$ cat src/cpuPkg.sv
// shared widths, register count, opcode values and instruction field positions
`default_nettype none

package cpuPkg;

	// datapath sizing
	localparam int dataWidth    = 16;  // one word
	localparam int regCount     = 8;
	localparam int regAddrWidth = 3;   // log2 of regCount
	localparam int opcodeWidth  = 4;
	localparam int immWidth     = 8;   // raw immediate before sign extension
	localparam int shamtWidth   = 4;   // shift amount, low bits of source 2

	// opcodes, top nibble of the instruction
	localparam logic [opcodeWidth-1:0] opAdd = 4'd0;
	localparam logic [opcodeWidth-1:0] opSub = 4'd1;
	localparam logic [opcodeWidth-1:0] opAnd = 4'd2;
	localparam logic [opcodeWidth-1:0] opOr  = 4'd3;
	localparam logic [opcodeWidth-1:0] opXor = 4'd4;
	localparam logic [opcodeWidth-1:0] opSll = 4'd5;
	localparam logic [opcodeWidth-1:0] opSra = 4'd6;  // arithmetic, keeps sign
	localparam logic [opcodeWidth-1:0] opLdi = 4'd7;  // last register-writing opcode
	// 8 to 14 undefined
	localparam logic [opcodeWidth-1:0] opNop = 4'd15;

	// instruction field positions
	localparam int opMsb   = 15;
	localparam int opLsb   = 12;
	localparam int destMsb = 11;
	localparam int destLsb = 9;
	localparam int src1Msb = 8;
	localparam int src1Lsb = 6;
	localparam int src2Msb = 5;
	localparam int src2Lsb = 3;
	// immediate overlaps the source fields, only meaningful for LDI
	localparam int immMsb  = 7;
	localparam int immLsb  = 0;

endpackage

`default_nettype wire

$ cat src/instrDecode.sv
// instruction field split, immediate sign extension and opcode classification
`default_nettype none

module instrDecode
	import cpuPkg::*;
(
	input  wire logic [dataWidth-1:0]    instr,
	output logic      [opcodeWidth-1:0]  opcode,
	output logic      [regAddrWidth-1:0] destReg,
	output logic      [regAddrWidth-1:0] src1Reg,
	output logic      [regAddrWidth-1:0] src2Reg,
	output logic      [dataWidth-1:0]    immValue,
	output logic                         writesReg,  // result goes to register file
	output logic                         illegalOp   // undefined opcode
);

	logic [immWidth-1:0] immRaw;

	// plain field slicing, no state
	assign opcode  = instr[opMsb:opLsb];
	assign destReg = instr[destMsb:destLsb];
	assign src1Reg = instr[src1Msb:src1Lsb];
	assign src2Reg = instr[src2Msb:src2Lsb];

	assign immRaw = instr[immMsb:immLsb];

	// replicate top bit of the byte into the upper half
	assign immValue = {{(dataWidth-immWidth){immRaw[immWidth-1]}}, immRaw};

	// opcodes 0..7 write a destination, 15 is nop, rest undefined
	always_comb begin
		writesReg = 1'b0;
		illegalOp = 1'b0;
		if (opcode <= opLdi) begin
			writesReg = 1'b1;  // alu ops and ldi
		end else if (opcode != opNop) begin
			illegalOp = 1'b1;  // 8 to 14
		end
	end

endmodule

`default_nettype wire

$ cat src/registerFile.sv
// eight-entry register file with two combinational read ports, one write port and write forwarding
`default_nettype none

module registerFile
	import cpuPkg::*;
(
	input  wire logic                    clk,
	input  wire logic                    reset,
	input  wire logic [regAddrWidth-1:0] src1Reg,      // read port 1 select
	input  wire logic [regAddrWidth-1:0] src2Reg,      // read port 2 select
	input  wire logic                    writeEnable,
	input  wire logic [regAddrWidth-1:0] writeReg,
	input  wire logic [dataWidth-1:0]    writeData,
	output logic      [dataWidth-1:0]    src1Data,
	output logic      [dataWidth-1:0]    src2Data
);

	logic [regCount-1:0]  wrEn;               // one-hot write strobe
	logic [dataWidth-1:0] regOut [regCount];  // current register contents
	logic                 fwd1;
	logic                 fwd2;

	// one register per slot, each with its own decoded enable
	genvar i;
	generate
		for (i = 0; i < regCount; i++) begin : genReg
			logic [dataWidth-1:0] regQ;

			assign wrEn[i] = writeEnable && (writeReg == regAddrWidth'(i));

			always_ff @(posedge clk) begin
				if (reset) begin
					regQ <= '0;           // all registers start at zero
				end else if (wrEn[i]) begin
					regQ <= writeData;
				end
			end

			assign regOut[i] = regQ;
		end
	endgenerate

	// bypass: a write landing this edge is visible to reads in the same cycle
	assign fwd1 = writeEnable && (writeReg == src1Reg);
	assign fwd2 = writeEnable && (writeReg == src2Reg);

	// read ports
	assign src1Data = fwd1 ? writeData : regOut[src1Reg];
	assign src2Data = fwd2 ? writeData : regOut[src2Reg];

endmodule

`default_nettype wire

$ cat src/aluUnit.sv
// combinational ALU for add, subtract, logic, shifts and load-immediate with signed overflow flag
`default_nettype none

module aluUnit
	import cpuPkg::*;
(
	input  wire logic [opcodeWidth-1:0] opcode,
	input  wire logic [dataWidth-1:0]   src1Data,
	input  wire logic [dataWidth-1:0]   src2Data,
	input  wire logic [dataWidth-1:0]   immValue,   // already sign-extended
	output logic      [dataWidth-1:0]   aluResult,
	output logic                        overflow    // signed, add and sub only
);

	logic [dataWidth-1:0]  sumVal;
	logic [dataWidth-1:0]  diffVal;
	logic [shamtWidth-1:0] shamt;
	logic                  sign1;
	logic                  sign2;

	assign sumVal  = src1Data + src2Data;   // wraps
	assign diffVal = src1Data - src2Data;
	assign shamt   = src2Data[shamtWidth-1:0];  // upper bits ignored

	assign sign1 = src1Data[dataWidth-1];
	assign sign2 = src2Data[dataWidth-1];

	always_comb begin
		aluResult = '0;   // nop and undefined give zero
		overflow  = 1'b0;
		case (opcode)
			opAdd: begin
				aluResult = sumVal;
				// same-sign operands, result sign flipped
				overflow = (sign1 == sign2) && (sumVal[dataWidth-1] != sign1);
			end
			opSub: begin
				aluResult = diffVal;
				// opposite signs, result sign differs from minuend
				overflow = (sign1 != sign2) && (diffVal[dataWidth-1] != sign1);
			end
			opAnd: aluResult = src1Data & src2Data;
			opOr:  aluResult = src1Data | src2Data;
			opXor: aluResult = src1Data ^ src2Data;
			opSll: aluResult = src1Data << shamt;
			opSra: begin
				aluResult = $signed(src1Data) >>> shamt;  // sign fill
			end
			opLdi: aluResult = immValue;
			default: begin
				aluResult = '0;
				overflow  = 1'b0;
			end
		endcase
	end

endmodule

`default_nettype wire

$ cat src/resultStage.sv
// result pipeline register driving the register-file write port and the fault flag
`default_nettype none

module resultStage
	import cpuPkg::*;
(
	input  wire logic                    clk,
	input  wire logic                    reset,
	input  wire logic                    instrValid,
	input  wire logic                    writesReg,
	input  wire logic                    illegalOp,
	input  wire logic                    overflow,
	input  wire logic [regAddrWidth-1:0] destReg,
	input  wire logic [dataWidth-1:0]    aluResult,
	output logic                         writeEnable,  // doubles as resultValid
	output logic      [regAddrWidth-1:0] writeReg,
	output logic      [dataWidth-1:0]    writeData,
	output logic                         fault
);

	// flags, one pulse per accepted instruction
	always_ff @(posedge clk) begin
		if (reset) begin
			writeEnable <= 1'b0;
			fault       <= 1'b0;
		end else begin
			writeEnable <= instrValid && writesReg;
			fault       <= instrValid && (overflow || illegalOp);  // overflow still writes
		end
	end

	// payload, only meaningful while writeEnable is high
	always_ff @(posedge clk) begin
		if (instrValid) begin
			writeReg  <= destReg;
			writeData <= aluResult;
		end
	end

endmodule

`default_nettype wire

$ cat src/execCore.sv
// execute core top level with decode, register file, ALU and result stage
`default_nettype none

module execCore
	import cpuPkg::*;
(
	input  wire logic                    clk,
	input  wire logic                    reset,
	input  wire logic                    instrValid,   // one instruction per high cycle
	input  wire logic [dataWidth-1:0]    instr,
	output logic                         resultValid,
	output logic      [regAddrWidth-1:0] resultReg,
	output logic      [dataWidth-1:0]    result,
	output logic                         fault
);

	logic [opcodeWidth-1:0]  opcode;
	logic [regAddrWidth-1:0] destReg;
	logic [regAddrWidth-1:0] src1Reg;
	logic [regAddrWidth-1:0] src2Reg;
	logic [dataWidth-1:0]    immValue;
	logic                    writesReg;
	logic                    illegalOp;
	logic [dataWidth-1:0]    src1Data;
	logic [dataWidth-1:0]    src2Data;
	logic [dataWidth-1:0]    aluResult;
	logic                    overflow;

	instrDecode decode (
		.instr     (instr),
		.opcode    (opcode),
		.destReg   (destReg),
		.src1Reg   (src1Reg),
		.src2Reg   (src2Reg),
		.immValue  (immValue),
		.writesReg (writesReg),
		.illegalOp (illegalOp)
	);

	// write port fed straight from the result register
	registerFile regs (
		.clk         (clk),
		.reset       (reset),
		.src1Reg     (src1Reg),
		.src2Reg     (src2Reg),
		.writeEnable (resultValid),
		.writeReg    (resultReg),
		.writeData   (result),
		.src1Data    (src1Data),
		.src2Data    (src2Data)
	);

	aluUnit alu (
		.opcode    (opcode),
		.src1Data  (src1Data),
		.src2Data  (src2Data),
		.immValue  (immValue),
		.aluResult (aluResult),
		.overflow  (overflow)
	);

	// one cycle latency stage, outputs shared with top ports
	resultStage stage (
		.clk         (clk),
		.reset       (reset),
		.instrValid  (instrValid),
		.writesReg   (writesReg),
		.illegalOp   (illegalOp),
		.overflow    (overflow),
		.destReg     (destReg),
		.aluResult   (aluResult),
		.writeEnable (resultValid),
		.writeReg    (resultReg),
		.writeData   (result),
		.fault       (fault)
	);

endmodule

`default_nettype wire

$ cat config.mk
export PLATFORM = sky130hd
export DESIGN_NAME = execCore
export DESIGN_NICKNAME = d
export VERILOG_FILES = /design/src/cpuPkg.sv /design/src/instrDecode.sv /design/src/registerFile.sv /design/src/aluUnit.sv /design/src/resultStage.sv /design/src/execCore.sv
export SDC_FILE = /design/constraint.sdc
export NUM_CORES = 1
export LEC_CHECK = 0
export BUFFER_PORTS_ARGS = -buffer_cell sky130_fd_sc_hd__buf_4
export CAP_MARGIN = 10
export CORE_MARGIN = 1
export CORE_UTILIZATION = 30
export DETAILED_ROUTE_END_ITERATION = 10
export GPL_ROUTABILITY_DRIVEN = 0
export SYNTH_ARGS = -nofsm -noshare
export SYNTH_HDL_FRONTEND = slang
export SYNTH_SLANG_ARGS = --single-unit
$ cat constraint.sdc
create_clock -name clk -period 18 [get_ports clk]
set_input_delay 5.4 -clock clk [delete_from_list [all_inputs] [get_ports clk]]
set_output_delay 5.4 -clock clk [all_outputs]
set_load 0.005 [all_outputs]
==> out/metrics.yaml <==
synth_ff_type: "dfxtp_1"
worstPathArrival_ns: 10.28
p_clk_share_pct: 45.2
cts_buffers: 17
core_area_mm2: 0.0358
crit_required_ns: 18.18
hp-class: "flip-flop to flip-flop"
cts.repair.resized: 0
mostFrequentLayoutCells: "310 x nand2_1, 181 x a21oi_1, 130 x dfxtp_1"
syn-cell-area_mm2: 0.0110
postRouteAntennaNets: 0
setup_viol: 0
area_growth_pct: 10.5
diodes: 0
syn_nets: 1389
cts_tree: "built"
outcome: "finished, violations left"
insertion_delay_ns: 0.44
holdBufCountCts: 0
route.vias.total: 10200
yosys_register_bits: 149
portBuffers: 39
internal-power_mw: 0.577
die_h_um: 193
clkSinkCount: 149
rsz0062_at_grt: "false"
ios: 40
p_leak_nw: 4.32
grt_usage_pct: 20.0
viasPerCell: 5.79
ys_top_cells_by_area: "dfxtp_1 24%, mux4_2 13%, nand2_1 11%, a21oi_1 8.2%, ha_1 5.7%"
cts_root_buf: "clkbuf_16"
drc: 5
dpl_worst_slack_ns: 7.56
seq_power_share_pct: 43.4
max_cap_violations: 0
critPathKind: "input port to flip-flop"
clkTransAtPathRegs_ns: 0.08
worstSetupStartpointType: "input port"
grt_start_max_net_pins: 77
routed_wl_um: 38400
synthCells: 1318
dr.pass1.iters: 8
violations: "DRC"
power.density_mw_per_mm2: 67.5
power.total_mw: 0.819
p_sw_share_pct: 29.6
drv_slew: 0
final-seq-area_mm2: 0.00317
multiInputGateArea_mm2: 0.00720
first_global_vias: 9515
vdd_drop_max_mv: 0.0525
period_needed_ns: 10.09
routedWlPerCell_um: 21.8
switching_power_mw: 0.243
fin_nets: 1353
yosys_warnings: 0
final_cells: 1756
clockBufferDepth: 2
max_freq_mhz: 99.1
std_cell_rows: 69
initial_core_util_pct: 30.7
post-cts-setup-buffer-count: 0
drive_gt1_share_pct: 15.6
yosysSeqAreaShare_pct: 28.9
synth_area_per_cell_um2: 8.34
cp-end-kind: "flip-flop"
postSynth.asyncResetShare_pct: 0
path_max_fanout: 33
place_hpwl_um: 25900
grt_overflow_total: 0
finalHoldViolCount: 0
worst_slew_pin_slew_ns: 1.14
die_area_mm2: 0.0374
synth.distinct_cells: 66
finalSetupTns_ns: 0
nFillCells: 3645
setup_ws_ns: 7.91
synth_edf_count: 19
dp_cells: 1724
skew_ns: 0.0166
synth_area_leader_cell: "dfxtp_1"
maxSlewHeadroom_pct: 23.7
drtIter0Drc: 1220
min_period_over_period_pct: 56.1
grt_pass1_wl_um: 57900
synth_top_cell_area_share_pct: 23.7
place_area_mm2: 0.0115
combPwrFrac_pct: 11.3
final_area_mm2: 0.0121
die_w_um: 193
h-tree-depth: 4
layout_commonest_cell: "nand2_1"
grt_antenna_before_repair: 0
-- area by class of cell --
| type | instances | share of cell area [%] |
|---|---|---|
| repair buffers | 54 | 3.34 |
| clock buffers | 17 | 3.51 |
| clock inverters | 15 | 1.51 |
| well taps | 461 | 4.75 |
| inverters | 46 | 1.44 |
| flip-flops and latches | 149 | 26.1 |
| multi-input cells | 1014 | 59.3 |
-- metrics by stage --
stage,hold WS (ns),utilization (%)
after floorplan,0.443,-
after global placement,0.450,32.2
after detailed placement,0.459,32.2
after CTS,0.468,33.9
after global routing,0.490,33.9
final,0.469,33.9
-- registers in the layout, indices dropped and copies added (netlist names) --
name	count
stage.fault	1
regs.genReg.regQ	128
stage.writeReg	3
stage.writeEnable	1
stage.writeData	16
-- power by group through the flow --
| stage | Sequential (mW) | Clock, mW | Combinational (mW) |
|---|---|---|---|
| after floorplan | 0.352 | 0 | 0.0689 |
| after global placement | 0.363 | 0 | 0.0904 |
| after detailed placement | 0.363 | 0 | 0.0911 |
| after CTS | 0.356 | 0.373 | 0.0913 |
| after global routing | 0.357 | 0.386 | 0.0992 |
| final | 0.356 | 0.371 | 0.0927 |
-- logic make-up after synthesis --
logic type | synth area share (%)
AO/OA/AOI/OAI | 18.5
multiplexers | 22.1
AND/OR/NAND/NOR | 16.9
buffers and inverters | 5.98
flip-flops | 28.9
XOR/XNOR | 1.59
adder cells (fa/ha/maj) | 6.06
-- cells in the mapped netlist (18+ instances only) --
cell type,count
nand2_1,310
a21oi_1,181
dfxtp_1,130
clkbuf_1,82
nor2_1,72
mux4_2,64
mux2i_1,55
ha_1,50
inv_1,43
mux2_2,34
o21ai_0,26
edfxtp_1,19
o211ai_1,19
xnor2_1,18
-- layer usage --
| metal | GRT usage, % | wire length [µm] |
|---|---|---|
| met1 | 27.0 | 16500 |
| met2 | 31.0 | 17200 |
| met3 | 3.78 | 3130 |
| met4 | 9.13 | 1490 |
| met5 | 0 | 0 |
-- critical path, cell delays in order --
cell	delay, ns
buf_4	0.51
mux4_2	0.59
mux2_2	0.31
mux2i_4	0.13
buf_4	0.37
inv_1	0.44
ha_1	0.38
a21oi_1	0.24
nor3b_1	0.12
nor4b_1	0.54
o31ai_1	0.25
a2111oi_0	0.52
o22ai_1	0.20
xnor2_1	0.16
o211ai_1	0.10
-- worst paths after layout --
check | from | to | slack [ns] | depth (start not counted)
setup / recovery | instr[3] | stage.writeData[15] | 7.91 | 15
hold / removal | regs.genReg[7].regQ[6] | regs.genReg[7].regQ[6] | 0.47 | 2
hold reg to reg | regs.genReg[7].regQ[6] | regs.genReg[7].regQ[6] | 0.47 | 2
setup reg to reg | stage.writeReg[1] | stage.writeData[15] | 12.72 | 13
Note: power is estimated with default switching activity, not from simulation.
